## src/include/node_lookup_cfg.svh

```systemverilog
`ifndef NODE_LOOKUP_CFG_SVH
`define NODE_LOOKUP_CFG_SVH

// ~~~~~~~~~~~~~~~~~~~~~~~~~~~~~~~~~~~~~~~~
// Table geometry
// ~~~~~~~~~~~~~~~~~~~~~~~~~~~~~~~~~~~~~~~~
`define NL_MAX_NODES 100           // One record per table word.
`define NL_ADDR_W 7                // Enough to index all of the table.
`define NL_FIELD_W 16              // Every record field has this width.
`define NL_RECORD_W 272            // Seventeen fields packed side by side.
`define NL_CHILD_SLOTS 6           // A node has at most six children.
`define NL_EMPTY_ID 800            // Marker for id, parent and cost of an empty record.

// ~~~~~~~~~~~~~~~~~~~~~~~~~~~~~~~~~~~~~~~~
// Field positions inside a record
// ~~~~~~~~~~~~~~~~~~~~~~~~~~~~~~~~~~~~~~~~
// The x coordinate sits in the top field and y follows it.
`define NL_OFS_X 256               // Low bit of the x coordinate.
`define NL_OFS_ID 224              // Low bit of the node id.
`define NL_OFS_PARENT 208          // Low bit of the parent id.
`define NL_OFS_COST 192            // Low bit of the current cost.
`define NL_OFS_CHILD_BASE 176      // Low bit of the first child id.
// Each child takes an id field followed by a distance field, so the
// next child id is two fields further down.

`endif

```

## src/hdl/graph_record_pkg.sv

```systemverilog
`include "node_lookup_cfg.svh"

package graph_record_pkg;

	// ~~~~~~~~~~~~~~~~~~~~~~~~~~~~~~~~~~~~~~~~
	// Widths that carry a meaning
	// ~~~~~~~~~~~~~~~~~~~~~~~~~~~~~~~~~~~~~~~~
	typedef logic [`NL_FIELD_W-1:0] node_id_t;       // A node number as stored in a record.
	typedef logic [`NL_ADDR_W-1:0] table_addr_t;     // An index into the node table.
	typedef logic [`NL_RECORD_W-1:0] node_record_t;  // One whole table entry.

	// All six child records, slot zero in the lowest bits.
	typedef logic [`NL_CHILD_SLOTS*`NL_RECORD_W-1:0] child_set_t;

	// One bit per child slot, at most one bit set at a time.
	typedef logic [`NL_CHILD_SLOTS-1:0] slot_sel_t;

	// ~~~~~~~~~~~~~~~~~~~~~~~~~~~~~~~~~~~~~~~~
	// Empty record
	// ~~~~~~~~~~~~~~~~~~~~~~~~~~~~~~~~~~~~~~~~
	// Coordinates, child ids and distances are all zero.
	// Id, parent and cost carry the empty marker so a planner
	// never mistakes the slot for a real node.
	localparam node_record_t empty_record =
		(node_record_t'(`NL_EMPTY_ID) << `NL_OFS_ID) |
		(node_record_t'(`NL_EMPTY_ID) << `NL_OFS_PARENT) |
		(node_record_t'(`NL_EMPTY_ID) << `NL_OFS_COST);

endpackage

```

## src/hdl/lookup_ctrl_pkg.sv

```systemverilog
package lookup_ctrl_pkg;

	// ~~~~~~~~~~~~~~~~~~~~~~~~~~~~~~~~~~~~~~~~
	// Lookup control
	// ~~~~~~~~~~~~~~~~~~~~~~~~~~~~~~~~~~~~~~~~
	typedef enum logic [2:0] {
		IDLE        = 3'd0,    // Waiting for find_node.
		NODE_SCAN   = 3'd1,    // Issuing addresses to find the target node.
		NODE_DRAIN  = 3'd2,    // Last node read has landed, decide on the child pass.
		CHILD_SCAN  = 3'd3,    // Issuing addresses to collect the children.
		CHILD_DRAIN = 3'd4,    // Let the final child read settle.
		FINISH      = 3'd5     // One cycle of done.
	} lookup_state_t;

	// Tag carried next to each read so that stale data is recognised.
	typedef enum logic {
		PHASE_NODE  = 1'b0,    // Read belongs to the node pass.
		PHASE_CHILD = 1'b1     // Read belongs to the child pass.
	} read_phase_t;

endpackage

```

## src/hdl/record_matcher.sv

```systemverilog
`include "node_lookup_cfg.svh"

module record_matcher (
	input  graph_record_pkg::node_record_t read_data,
	input  logic                           data_valid,
	input  lookup_ctrl_pkg::read_phase_t   data_phase,
	input  graph_record_pkg::node_id_t     target_id,
	input  graph_record_pkg::node_record_t node,
	input  logic                           node_captured,
	output logic                           node_hit,
	output graph_record_pkg::slot_sel_t    child_select
);
	import graph_record_pkg::*;
	import lookup_ctrl_pkg::*;

	node_id_t data_id;        // Id of the record coming back from the table.
	slot_sel_t slot_match;    // Slots whose child id equals data_id.
	logic child_ok;           // A child-pass record worth comparing.

	assign data_id = read_data[`NL_OFS_ID +: `NL_FIELD_W];

	// ~~~~~~~~~~~~~~~~~~~~~~~~~~~~~~~~~~~~~~~~
	// Node pass
	// ~~~~~~~~~~~~~~~~~~~~~~~~~~~~~~~~~~~~~~~~
	// Only the first matching record is taken. Reads that were already
	// in flight when the node was captured fall through here.
	assign node_hit = data_valid && (data_phase == PHASE_NODE) &&
		!node_captured && (data_id == target_id);

	// ~~~~~~~~~~~~~~~~~~~~~~~~~~~~~~~~~~~~~~~~
	// Child pass
	// ~~~~~~~~~~~~~~~~~~~~~~~~~~~~~~~~~~~~~~~~
	// Id zero marks an unused child entry and never matches.
	assign child_ok = data_valid && (data_phase == PHASE_CHILD) && (data_id != '0);

	genvar k;
	generate
		for (k = 0; k < `NL_CHILD_SLOTS; k++) begin : g_cmp
			// Child ids step down two fields per slot.
			assign slot_match[k] =
				(data_id == node[(`NL_OFS_CHILD_BASE - 2*`NL_FIELD_W*k) +: `NL_FIELD_W]);
		end
	endgenerate

	// Slot zero has the highest priority, then slot one and so on.
	always_comb begin
		child_select = '0;
		for (int i = `NL_CHILD_SLOTS - 1; i >= 0; i--) begin
			if (child_ok && slot_match[i]) begin
				child_select = slot_sel_t'(1) << i;    // Lower slots override higher ones.
			end
		end
	end

	// The node record is stable during the whole child pass, since the
	// bank captured it before the second sweep began.

endmodule

```

## config.mk

```make
export PLATFORM = sky130hd
export DESIGN_NAME = record_matcher
export DESIGN_NICKNAME = d
export VERILOG_FILES = /design/src/hdl/graph_record_pkg.sv /design/src/hdl/lookup_ctrl_pkg.sv /design/src/hdl/record_matcher.sv
export VERILOG_INCLUDE_DIRS = /design/src /design/src/include
export SDC_FILE = /design/constraint.sdc
export NUM_CORES = 1
export LEC_CHECK = 0
export BUFFER_PORTS_ARGS = -buffer_cell sky130_fd_sc_hd__buf_2
export CORE_AREA = 3 3 223 225
export DETAILED_ROUTE_END_ITERATION = 6
export DIE_AREA = 0 0 226 228
export PLACE_DENSITY = 0.31
export SETUP_SLACK_MARGIN = 0.2
export SYNTH_ARGS = -nofsm -noshare
export SYNTH_HDL_FRONTEND = slang
export SYNTH_SLANG_ARGS = --single-unit
```

## constraint.sdc

```tcl
create_clock -name vclk -period 3.3
set_input_delay 0.66 -clock vclk [all_inputs]
set_output_delay 0.66 -clock vclk [all_outputs]
set_load 0.05 [all_outputs]
```

# Word-level counts from Yosys, hierarchy flattened
# Cells that the tools add are included.
[word_totals]
reg_bits = 0
output_inout_bits = 7
[classes]
eq_ne = 7
n_mux = 6
bitwise = 1
reduce_logical = 13
[op_table]
columns = ["op", "count"]
rows = [
  ["16-bit == test", 7],
  ["6-bit two-way mux", 6],
  ["16-bit nonzero test", 1],
  ["1-bit logical AND", 11],
  ["1-bit zero test", 1],
  ["1-bit inverter", 1],
]

# Logic depth before layout (Yosys ltp)
[depth]
ltp_word = 9
mapped_depth = 6
depth_no_buf = 5

# Worst setup path after synthesis
# Ideal clock, no wire load.
[synth_path]
path_type = "input to output"
startpoint = "input read_data[234]"
endpoint = "output node_hit"
arrival_ps = 2820
required_ps = 2640
slack_ps = -180
stages = 5
n_path_buf = 1
path_cell_list = "buf_2 xor2_1 nor4_1 nand4_1 nor4_1"
[synth_via]
elab_chain_len = 2
[synth_rtl]
columns = ["element", "line", "text"]
rows = [
  ["start: declaration", "record_matcher.sv:4", "input graph_record_pkg::node_record_t read_data,"],
  ["16-bit == test", "record_matcher.sv:28", "!node_captured && (data_id == target_id);"],
  ["1-bit logical AND", "record_matcher.sv:28", ""],
  ["end: declaration", "record_matcher.sv:10", "output logic node_hit,"],
]
# Every way passes these cells.

# Worst setup path after layout
[layout_path]
startpoint = "input read_data[237]"
endpoint = "output child_select[5]"
[layout_via]
elab_chain_len = 9
elab_cells_between_ends = 20
cone_classes = "eq/ne: 6; mux: 6; reduce/logical: 8"
[layout_rtl]
columns = ["element", "line", "text"]
rows = [
  ["16-bit nonzero test", "record_matcher.sv:34", "assign child_ok = data_valid && (data_phase == PHASE_CHILD) && (data_id != '0);"],
  ["1-bit logical AND", "record_matcher.sv:34", ""],
  ["1-bit logical AND", "record_matcher.sv:49", "if (child_ok && slot_match[i]) begin"],
  ["6-bit two-way mux (5 in a row)", "record_matcher.sv:49", ""],
  ["6-bit two-way mux (*)", "record_matcher.sv:49", ""],
  ["end: declaration", "record_matcher.sv:11", "output graph_record_pkg::slot_sel_t child_select"],
]
# Every way passes the cells marked *; elsewhere a longest branch is shown, timed or not.

==> impl_metrics.toml <==
[yosys]
ys_seq_area_share_pct = 0
synth_area_leader_cell = "xor2_1"
ys.warnings.count = 0
synth.avg_cell_area_um2 = 8.07
synth_nets = 744
syn-cell-area_um2 = 1460
synth_top_area_share_pct = 57.6
syn_inst = 181
synth_cell_types = 17
synth_area_leaders = "xor2_1 (58%), nor4_1 (11%), xnor2_1 (9.6%)"

[timing]
rsz0062_at_grt = "no"
hold_ws_ps = 1790
finalHoldViolCount = 0
post-route-period-util_pct = 90.6
drv_slew = 0
setup_viol = 0
worst_pin_slew_ps = 449
max_freq_mhz = 334
max_slew_margin_pct = 69.8
fin_setup_tns_ps = 0
min_period_ps = 2990

[cells_and_area]
syn2layout_area_growth_pct = 107
clock_buffers = 0
num_antenna_cells = 0
fillCellCount = 5618
fin_nets = 876
postLayoutCellArea_um2 = 3020
nFlopsAndLatches = 0
final_layout_size_suffix_gt1_share_pct = 52.1
final-seq-area_um2 = 0

[global_route]
antenna_found_initial = 2
track_usage_pct = 4.50
grt_pass1_vias = 1840
grt_overflow_total = 0
grt_first_pass_wirelength_um = 15400
grt_start_max_net_pins = 9

[power]
leakage_nw = 1.11
power_density_nw_per_um2 = 105
ir_worst_vdd_mv = 0.0478
fin_total_pwr_mw = 0.316

[route]
wl_per_cell_um = 13.3
drc = 0
vias = 1746
via_per_inst = 1.89
wirelength_um = 12300
drt-initial-drc-count = 17
first_pass_iters = 4
postRouteAntennaNets = 0

[placement]
io_buffer_count = 138
post_dp_cell_area_um2 = 2850
hpwl_um = 10900
gp_congestion = 0.611

[setup_path]
worstSetupEndpoint = "child_select[5]"
crit_path_end_kind = "output pin"
cp.required_ps = 2640
crit_path_top_delay_cell = "nor4_2"
slowest_delay_ps = 330
worst_setup_path_start_kind = "input port"
crit_arrival_ps = 2330
crit_start = "read_data[237]"
cpMostUsedCell = "buf_4"
crit_chain = "buf_4 -> xor2_1 -> nor4_2 -> buf_4 -> nand4_1 -> nand2_1 -> nor3_2 -> buf_2"
path_class = "in2out"
cp_max_fo = 8

[die]
die-height_um = 228
core_um2 = 47700
start_util_pct = 3.06
top_level_ports = 570
fp.dieW_um = 226
rows = 80
die_area_um2 = 51500

[flow_run]
maxCapViolations = 0

[clock_network]
cts_hold_buf = 0

[outcome]
status = "complete, no violations"

[hold_path]
holdCritPathClass = "in2out"
[cells by family (layout without fill, tap and decap cells)]
family          count (synthesis)  count (layout)  synth area share, %
xor+xnor                      112             112                 67.2
simple gates                   51              51                 23.1
buf+inv                        17             147                 9.08
compound gates                  1               1                0.600
[stage by stage]
stage          utilization, %  worst slack [ps]  std cells
6_report                 6.32               309        926
5_1_grt                  6.32               224        926
4_1_cts                  6.23               141        925
3_5_place_dp             5.97              -270        923
3_3_place_gp             5.97              -294        923
2_1_floorplan               -               312        181
[layer usage]
metal	vias to the layer above	track usage [%]	routed length, µm
li1	877	-	-
met1	784	6.71	6010
met2	85	7.43	5550
met3	0	0.399	734
met4	0	0	0
met5	-	0	0
[synth_stat cells]
cell type / n
a41oi_1: 1
nor4b_2: 1
nor2_1: 2
buf_2: 7
nor4_1: 25
nor3_1: 2
xor2_1: 96
nor4_2: 4
nand2_1: 4
nand3_1: 1
buf_4: 2
nor4b_1: 1
nor3b_1: 1
nand4_1: 10
xnor2_1: 16
inv_1: 1
buf_6: 7
[placed cells by master, fill, tap and decap left out]
master      n
nand3_1     1
nor4_4      7
nor2_1      2
nor4_2      4
xor2_1     96
nand2_1     4
nor4b_2     1
nor3b_2     1
clkbuf_4    4
a41oi_2     1
inv_1       1
buf_2     122
buf_4      20
nor3_2      2
nor4_1     18
xnor2_1    16
nor4b_1     1
nand4_1    10
[worst min-delay path by stage]
| stage | to | slack (ps) | depth (start not counted) | startpoint |
|---|---|---|---|---|
| floorplan | node_hit | 1550 | 3 | data_phase |
| global placement | node_hit | 1800 | 5 | node_captured |
| detailed placement | node_hit | 1800 | 5 | node_captured |
| CTS | node_hit | 1800 | 5 | node_captured |
| global route | node_hit | 1840 | 5 | node_captured |
| finish | node_hit | 1790 | 5 | node_captured |
[repair_timing]
item,4_1_cts,5_1_grt
endpoints found under the setup margin,7,7
pin swaps,1,2
setup buffers,2,1
gates resized for setup,21,11
[power breakdown]
part | switching (mW) | leakage [nW] | internal [mW]
sequential | 0 | 0 | 0
clock | 0 | 0 | 0
combinational | 0.178 | 1.11 | 0.138
total | 0.178 | 1.11 | 0.138
[worst max-delay path: cells and delay by family]
kind	cells	cell delay [ps]
xor gates and xnor gates	1	190
buffers and inverters	3	580
and+or+nand+nor	4	870
[cell type report]
type	instances	area [µm²]	share of cell area [%]
Inverter	1	3.75	0.124
Multi-Input combinational cell	164	1460	48.2
Tap cell	615	769	25.5
Timing Repair Buffer	146	791	26.2
Power figures use the tool's default switching activity.
