[src/include/node_lookup_cfg.svh]
`ifndef NODE_LOOKUP_CFG_SVH
`define NODE_LOOKUP_CFG_SVH

// ~~~~~~~~~~~~~~~~~~~~~~~~~~~~~~~~~~~~~~~~
// Table geometry
// ~~~~~~~~~~~~~~~~~~~~~~~~~~~~~~~~~~~~~~~~
`define NL_MAX_NODES 100           // One record per table word.
`define NL_ADDR_W 7                // Enough to index all of the table.
`define NL_FIELD_W 16              // Every record field has this width.
`define NL_RECORD_W 272            // Seventeen fields packed side by side.
`define NL_CHILD_SLOTS 6           // A node has at most six children.
`define NL_EMPTY_ID 800            // Marker for id, parent and cost of an empty record.

// ~~~~~~~~~~~~~~~~~~~~~~~~~~~~~~~~~~~~~~~~
// Field positions inside a record
// ~~~~~~~~~~~~~~~~~~~~~~~~~~~~~~~~~~~~~~~~
// The x coordinate sits in the top field and y follows it.
`define NL_OFS_X 256               // Low bit of the x coordinate.
`define NL_OFS_ID 224              // Low bit of the node id.
`define NL_OFS_PARENT 208          // Low bit of the parent id.
`define NL_OFS_COST 192            // Low bit of the current cost.
`define NL_OFS_CHILD_BASE 176      // Low bit of the first child id.
// Each child takes an id field followed by a distance field, so the
// next child id is two fields further down.

`endif

[src/hdl/graph_record_pkg.sv]
`include "node_lookup_cfg.svh"

package graph_record_pkg;

	// ~~~~~~~~~~~~~~~~~~~~~~~~~~~~~~~~~~~~~~~~
	// Widths that carry a meaning
	// ~~~~~~~~~~~~~~~~~~~~~~~~~~~~~~~~~~~~~~~~
	typedef logic [`NL_FIELD_W-1:0] node_id_t;       // A node number as stored in a record.
	typedef logic [`NL_ADDR_W-1:0] table_addr_t;     // An index into the node table.
	typedef logic [`NL_RECORD_W-1:0] node_record_t;  // One whole table entry.

	// All six child records, slot zero in the lowest bits.
	typedef logic [`NL_CHILD_SLOTS*`NL_RECORD_W-1:0] child_set_t;

	// One bit per child slot, at most one bit set at a time.
	typedef logic [`NL_CHILD_SLOTS-1:0] slot_sel_t;

	// ~~~~~~~~~~~~~~~~~~~~~~~~~~~~~~~~~~~~~~~~
	// Empty record
	// ~~~~~~~~~~~~~~~~~~~~~~~~~~~~~~~~~~~~~~~~
	// Coordinates, child ids and distances are all zero.
	// Id, parent and cost carry the empty marker so a planner
	// never mistakes the slot for a real node.
	localparam node_record_t empty_record =
		(node_record_t'(`NL_EMPTY_ID) << `NL_OFS_ID) |
		(node_record_t'(`NL_EMPTY_ID) << `NL_OFS_PARENT) |
		(node_record_t'(`NL_EMPTY_ID) << `NL_OFS_COST);

endpackage

[src/hdl/lookup_ctrl_pkg.sv]
package lookup_ctrl_pkg;

	// ~~~~~~~~~~~~~~~~~~~~~~~~~~~~~~~~~~~~~~~~
	// Lookup control
	// ~~~~~~~~~~~~~~~~~~~~~~~~~~~~~~~~~~~~~~~~
	typedef enum logic [2:0] {
		IDLE        = 3'd0,    // Waiting for find_node.
		NODE_SCAN   = 3'd1,    // Issuing addresses to find the target node.
		NODE_DRAIN  = 3'd2,    // Last node read has landed, decide on the child pass.
		CHILD_SCAN  = 3'd3,    // Issuing addresses to collect the children.
		CHILD_DRAIN = 3'd4,    // Let the final child read settle.
		FINISH      = 3'd5     // One cycle of done.
	} lookup_state_t;

	// Tag carried next to each read so that stale data is recognised.
	typedef enum logic {
		PHASE_NODE  = 1'b0,    // Read belongs to the node pass.
		PHASE_CHILD = 1'b1     // Read belongs to the child pass.
	} read_phase_t;

endpackage

[src/hdl/lookup_sequencer.sv]
`include "node_lookup_cfg.svh"

module lookup_sequencer (
	input  logic                          clk,
	input  logic                          reset,
	input  logic                          find_node,
	input  graph_record_pkg::node_id_t    node_id,
	input  logic                          node_captured,
	input  logic                          children_full,
	output graph_record_pkg::table_addr_t read_address,
	output logic                          read_valid,
	output lookup_ctrl_pkg::read_phase_t  read_phase,
	output graph_record_pkg::node_id_t    target_id,
	output logic                          clear,
	output logic                          done,
	output logic                          found
);
	import graph_record_pkg::*;
	import lookup_ctrl_pkg::*;

	localparam table_addr_t last_addr = table_addr_t'(`NL_MAX_NODES - 1);

	lookup_state_t state;    // Where the lookup stands.
	logic sweep_done;        // Set once the last table address has been issued.
	logic accept;            // A request is taken this cycle.

	// ~~~~~~~~~~~~~~~~~~~~~~~~~~~~~~~~~~~~~~~~
	// Address stream decode
	// ~~~~~~~~~~~~~~~~~~~~~~~~~~~~~~~~~~~~~~~~
	assign accept = (state == IDLE) && find_node;    // Requests outside IDLE are dropped.
	assign clear = accept;                           // Results are emptied as the lookup begins.

	// Issue stops as soon as the bank reports the node or a full set of children.
	assign read_valid = ((state == NODE_SCAN) && !node_captured && !sweep_done) ||
		((state == CHILD_SCAN) && !children_full && !sweep_done);
	assign read_phase = (state == CHILD_SCAN) ? PHASE_CHILD : PHASE_NODE;
	assign done = (state == FINISH);                 // Exactly one cycle long.

	always_ff @(posedge clk) begin
		if (accept) begin
			target_id <= node_id;    // Held for the whole lookup.
		end
	end

	// ~~~~~~~~~~~~~~~~~~~~~~~~~~~~~~~~~~~~~~~~
	// Lookup FSM
	// ~~~~~~~~~~~~~~~~~~~~~~~~~~~~~~~~~~~~~~~~
	always_ff @(posedge clk) begin
		if (reset) begin
			state <= IDLE;
			read_address <= '0;
			sweep_done <= 1'b0;
			found <= 1'b0;
		end else begin
			case (state)
				IDLE: begin
					if (find_node) begin
						state <= NODE_SCAN;         // Address zero goes out next cycle.
						read_address <= '0;
						sweep_done <= 1'b0;
					end
				end
				NODE_SCAN: begin
					// The cycle after the last issue lets that read come back.
					if (node_captured || sweep_done) begin
						state <= NODE_DRAIN;
					end
				end
				NODE_DRAIN: begin
					found <= node_captured;         // Every node read has landed by now.
					if (node_captured) begin
						state <= CHILD_SCAN;        // Second sweep starts from the top.
						read_address <= '0;
						sweep_done <= 1'b0;
					end else begin
						state <= FINISH;            // Missing node, no child pass.
					end
				end
				CHILD_SCAN: begin
					if (children_full || sweep_done) begin
						state <= CHILD_DRAIN;
					end
				end
				CHILD_DRAIN: state <= FINISH;
				FINISH: state <= IDLE;
				default: state <= IDLE;
			endcase
			// One address per cycle while a sweep is issuing.
			if (read_valid) begin
				if (read_address == last_addr) begin
					sweep_done <= 1'b1;             // Table exhausted.
				end else begin
					read_address <= read_address + 1'b1;
				end
			end
		end
	end

endmodule

[config.mk]
export PLATFORM = sky130hd
export DESIGN_NAME = lookup_sequencer
export DESIGN_NICKNAME = d
export VERILOG_FILES = /design/src/hdl/graph_record_pkg.sv /design/src/hdl/lookup_ctrl_pkg.sv /design/src/hdl/lookup_sequencer.sv
export VERILOG_INCLUDE_DIRS = /design/src /design/src/include
export SDC_FILE = /design/constraint.sdc
export NUM_CORES = 1
export LEC_CHECK = 0
export BUFFER_PORTS_ARGS = -buffer_cell sky130_fd_sc_hd__buf_4
export CAP_MARGIN = 0
export CORE_UTILIZATION = 46
export CTS_CLUSTER_DIAMETER = 150
export DETAILED_ROUTE_END_ITERATION = 6
export GPL_ROUTABILITY_DRIVEN = 1
export PLACE_DENSITY = 0.8
export SYNTH_ARGS = -nofsm -noshare
export SYNTH_HDL_FRONTEND = slang
export SYNTH_SLANG_ARGS = --single-unit
[constraint.sdc]
create_clock -name clk -period 2.2 [get_ports clk]
set_input_delay 0.11 -clock clk [delete_from_list [all_inputs] [get_ports clk]]
set_output_delay 0.11 -clock clk [all_outputs]
set_load 0.02 [all_outputs]
Word level (Yosys, flattened, before mapping):

Cells that the tools add are included.

* logic and storage cells: 44
* input bits: 21
* output and inout port bits: 28
* bits in registers: 28

* reductions and logical operators: 13
* multiplexer cells: 16
* equal/unequal tests: 9
* $add $sub $neg: 1

Operators by type and width (count)
* $mux W7: 4
* $pmux W3 S5: 1
* $pmux W7 S2: 1
* $mux W3: 4
* $add A7 B1 Y7 const B: 1
* $eq A7 B7 Y1 const B: 1
* $eq A3 B2 Y1 const B: 2
* $eq A3 B3 Y1 const B: 2
* $logic_and A1 B1 Y1: 5
* $mux W1: 5
* $ne A2 B1 Y1 const B: 2
* $eq A3 B1 Y1 const B: 1
* $logic_not A1 Y1: 3
* $logic_not A3 Y1: 1
* $logic_or A1 B1 Y1: 3
* $reduce_and A3 Y1: 1
* $ne A2 B2 Y1 const B: 1
* $pmux W1 S2: 1

Depth between registers and ports, before layout:

* depth in word-level cells: 5
* depth in mapped cells: 7
* mapped depth without buffers: 5

Worst setup path before layout:

No wires, ideal clock.

* kind: register to register
* start: reg state[1]
* end: reg read_address[5]
* library setup time: 0.093 ns
* setup slack: 0.349 ns
* clock period less this slack: 1.851 ns
* cell stages (with the launch flop): 7
* required time: 2.107 ns
* arrival: 1.758 ns
* path buffers: 2
* path through: dfxtp_1 > buf_6 > mux2_4 > or3_1 > buf_6 > or3_4 > o311ai_2

* cells in the longest elaborated chain, start to end: 5
* elaborated cells on any way between the ends: 12
* those cells by class: eq/ne: 3; mux: 3; reduce/logical: 6

RTL lines
* start: declaration: RTL line lookup_sequencer.sv:23 `lookup_state_t state;`
* start signal: assignment: RTL line lookup_sequencer.sv:50 `state <= IDLE;`
* start signal: assignment: RTL line lookup_sequencer.sv:58 `state <= NODE_SCAN;`
* start signal: assignment: RTL line lookup_sequencer.sv:66 `state <= NODE_DRAIN;`
* parallel branches: the longest is 4 deep, another holds $pmux W7 S2
* $mux W7 *: RTL line lookup_sequencer.sv:89 `if (read_valid) begin`
* end signal: assignment: RTL line lookup_sequencer.sv:93 `read_address <= read_address + 1'b1;`
* end: declaration: RTL line lookup_sequencer.sv:10 `output graph_record_pkg::table_addr_t read_address,`

Every way passes the cells marked *.
A chain may end at the register's enable or synchronous reset.

Worst setup path after layout:

* start: reg state[1]
* end: out read_valid

* cells in the longest elaborated chain, start to end: 4
* elaborated cells on any way between the ends: 7
* those cells by class: eq/ne: 2; reduce/logical: 5

RTL lines
* $eq A3 B1 Y1 or $eq A3 B2 Y1 (tied branches): RTL line lookup_sequencer.sv:34, lookup_sequencer.sv:35
* $logic_and A1 B1 Y1 (on tied branches) (2 in a row): RTL line lookup_sequencer.sv:34, lookup_sequencer.sv:35
* $logic_or A1 B1 Y1 *: RTL line lookup_sequencer.sv:34 `assign read_valid = ((state == NODE_SCAN) && !node_captured && !sweep_done) ||`
* end: declaration: RTL line lookup_sequencer.sv:11 `output logic read_valid,`

Mark *: on every way between the ends. The rest lies on a longest branch, timed or not.

==> flow_metrics.env <==
export IMPL_leakagePower_nw=0.7169
export IMPL_place_ws_ns=0.2197
export IMPL_dp_hpwl_mm=1.837
export IMPL_synthTopCellsByCount="16 x edfxtp_1, 12 x dfxtp_1, 7 x a21oi_1, 7 x nand3_1, 5 x nor2_1"
export IMPL_worstPathCellList="mux2_4 > or3_1 > inv_2 > buf_4"
export IMPL_cp_arrival_ns=1.95
export IMPL_crit_type="flop to primary output"
export IMPL_layout_area_overhead_vs_synth_pct=50.70
export IMPL_drv_cap=0
export IMPL_yosys_area_share_simple=0.1830
export IMPL_fp_dieArea_sq_um=2732
export IMPL_avgRoutedWirePerCell_um=15.42
export IMPL_die_h_um=52.27
export IMPL_postSynthCellCount=95
export IMPL_antennaDiodeCount=0
export IMPL_crit_end="read_valid"
export IMPL_multi_input_area_sq_um=396.6
export IMPL_synth_top_family_by_area="simple AND/OR/NAND/NOR gates"
export IMPL_yosysUniqueCellTypes=35
export IMPL_synth_top_cells_by_area="edfxtp_1 41%, dfxtp_1 21%, a21oi_1 3.0%"
export IMPL_synthMuxAreaShare=0.03983
export IMPL_met2_usage=0.4124
export IMPL_critPathLaunch="state[1]"
export IMPL_switching_share=0.2517
export IMPL_grt_max_degree=18
export IMPL_core_area_sq_um=2297
export IMPL_slew_headroom=0.7697
export IMPL_worstMarginPinSlew_ns=0.3407
export IMPL_netlist_area_sq_um=1162
export IMPL_synth_xor_area_share=0
export IMPL_tns_ns=0
export IMPL_met1_usage=0.2868
export IMPL_row_count=17
export IMPL_seq_area_sq_um=720.7
export IMPL_yosysWarnings=0
export IMPL_initial_utilization=0.5060
export IMPL_nNetsFinal=184
export IMPL_seqPwrFrac=0.518
export IMPL_slew_violations=0
export IMPL_synth_ff_type="edfxtp_1"
export IMPL_drtIter0Drc=36
export IMPL_fin_worst_skew_ns=0.005452
export IMPL_worst_path_max_delay_cell="dfxtp_1"
export IMPL_io_buffers=48
export IMPL_drc=0
export IMPL_grt_usage=0.2370
export IMPL_yosys_area_share_adder=0.01076
export IMPL_path_max_fanout=10
export IMPL_end_kind="primary output"
export IMPL_grt_pass1_vias=958
export IMPL_post_route_util=0.7625
export IMPL_grt_ovfl_total=0
export IMPL_cp_depth=4
export IMPL_start_kind="flop"
export IMPL_cts_htree_levels=1
export IMPL_use_met3=0.03768
export IMPL_die_w_um=52.27
export IMPL_outcome="complete, no violations"
export IMPL_clk_pin_slew_worst_paths_ns=0.14
export IMPL_peakVddDrop_mv=0.4238
export IMPL_combinationalPowerShare=0.207
export IMPL_synth_top_area_share=0.4133
export IMPL_yosysTopAreaCell="edfxtp_1"
export IMPL_gp_congestion=0.8528
export IMPL_via_per_inst=5.434
export IMPL_clock_sinks=28
export IMPL_avgSynthCellArea_sq_um=12.24
export IMPL_syn_nets=117
export IMPL_fmax_mhz=485.3
export IMPL_power_w=0.001208
export IMPL_p_per_area_nw_per_um2=689.9
export IMPL_dr_pass1_iters=4
export IMPL_hold_viol_final=0
export IMPL_ios=49
export IMPL_drive_gt1_frac=0.3913
export IMPL_grt_busiest_layer="met2"
export IMPL_antenna_found_initial=0
export IMPL_synth_seq_cells=28
export IMPL_seq_area_frac_synth=0.6200
export IMPL_fillers=153
export IMPL_cts_tree="built"
export IMPL_worst_path_buf_inv=2
export IMPL_cts_buffers=3
export IMPL_r2r_end="read_address[5]"
export IMPL_rsz0062_at_grt="no"
export IMPL_intPower_w=0.0009042
export IMPL_timing_reg2reg_worst_path_depth=4
export IMPL_power_switching_w=0.0003042
export IMPL_wl_mm=2.915
export IMPL_setup_viol=0
export IMPL_max_stage_delay_ns=0.49
export IMPL_clk_path_buf_depth=2
export IMPL_fin_crit_sh=0.9367
export IMPL_hp_class="primary input to flop"
export IMPL_insertion_delay_ns=0.33
export IMPL_cp_top_family="flip-flops"
export IMPL_synth_edf_count=16
export IMPL_ant_nets=0
export IMPL_async_flop_share=0
export IMPL_fin_crit_ns=2.061
export IMPL_r2r_slack_ns=0.20
export IMPL_cts_root_buf="clkbuf_4"
export IMPL_worstReg2RegStart="state[1]"
export IMPL_fin_ws_ns=0.1394
export IMPL_yosysMostFrequentCell="edfxtp_1"
export IMPL_holdWs_ns=0.03071
export IMPL_synth_compound_area_frac=0.1076
export IMPL_required_ns=2.09
export IMPL_p_clk_frac=0.275
export IMPL_grt_pass1_wl_mm=4.519
export IMPL_vias=1027
==> flip-flops by register name (all words and copies together) (netlist names) <==
| register | flops |
|---|---|
| found | 1 |
| read_address | 7 |
| state | 3 |
| sweep_done | 1 |
| target_id | 16 |
==> cell usage in the layout (no fill, tap or decap), drive strengths merged <==
master / netlist / layout
a22oi: 1 / 1
inv: 5 / 5
nor2b: 1 / 1
nor2: 5 / 5
or4: 2 / 2
and2: 1 / 1
dlygate4sd3: 0 / 16
a21oi: 7 / 7
nand4: 2 / 2
nand2: 3 / 3
edfxtp: 16 / 16
o211ai: 4 / 4
nor4b: 1 / 1
nor4: 1 / 1
and3: 4 / 4
nor3: 2 / 2
bufinv: 0 / 1
or3: 4 / 4
ha: 1 / 1
o311ai: 1 / 1
nand3b: 1 / 1
nand2b: 1 / 1
o21ai: 2 / 2
mux2: 2 / 2
clkbuf: 1 / 3
dfxtp: 12 / 12
buf: 2 / 49
o221ai: 2 / 2
a311oi: 1 / 1
nand3: 7 / 7
mux2i: 2 / 2
and2b: 1 / 1
==> how the worst min path moves through the flow <==
stage               slack (ns)  cells after the start      endpoint        from
finish                    0.03                      2      state[1]       reset
CTS                       0.02                      2      state[2]       reset
global placement          0.29                      1  target_id[5]  node_id[5]
detailed placement        0.29                      1  target_id[5]  node_id[5]
floorplan                 0.21                      0  target_id[0]  node_id[0]
global route              0.03                      2      state[1]       reset
==> metal layers <==
| metal | vias up | routed length [um] |
|---|---|---|
| met1 | 466 | 1216 |
| met2 | 62 | 1424 |
| met3 | 4 | 226 |
| li1 | 495 | - |
| met4 | 0 | 48 |
| met5 | - | 0 |
==> power by group through the flow <==
stage | logic, W | registers (W) | clock network, W
detailed placement | 0.000223 | 0.000637 | 0
CTS | 0.000247 | 0.000625 | 0.000337
global route | 0.000271 | 0.000631 | 0.000354
floorplan | 0.0000900 | 0.000673 | 0
finish | 0.000250 | 0.000626 | 0.000332
global placement | 0.000219 | 0.000634 | 0
==> metrics by stage <==
stage | cells | area [sq um]
6_report | 189 | 1752
5_1_grt | 189 | 1752
4_1_cts | 189 | 1752
3_5_place_dp | 169 | 1539
3_3_place_gp | 169 | 1539
2_1_floorplan | 95 | 1162
==> final cells by class <==
cell class	instances	area share
sequential	28	0.4114
tap	28	0.02000
clock inverter	1	0.01714
timing repair buffer	65	0.3014
multi-input combinational	59	0.2264
clock buffer	3	0.01286
inverter	5	0.01071
==> worst reg2reg max path: cells and delay by family (launching register included) <==
family,cells,cell delay (ns)
and+or+nand+nor,2,0.88
AOI/OAI and AO/OA,1,0.24
muxes,1,0.32
DFF,1,0.49
==> cell families after synthesis <==
family / Yosys count
AO/OA/AOI/OAI: 18
adder cells (fa/ha/maj): 1
buffers and inverters: 8
flip-flops: 28
multiplexers: 4
AND/OR/NAND/NOR: 36
==> timing repair <==
item | in CTS | in global routing
gates resized for setup | 0 | 0
setup buffers | 0 | 0
hold buffers | 16 | 0
hold endpoints to repair | 16 | 0
No activity file was read; power rests on OpenSTA's default activity.
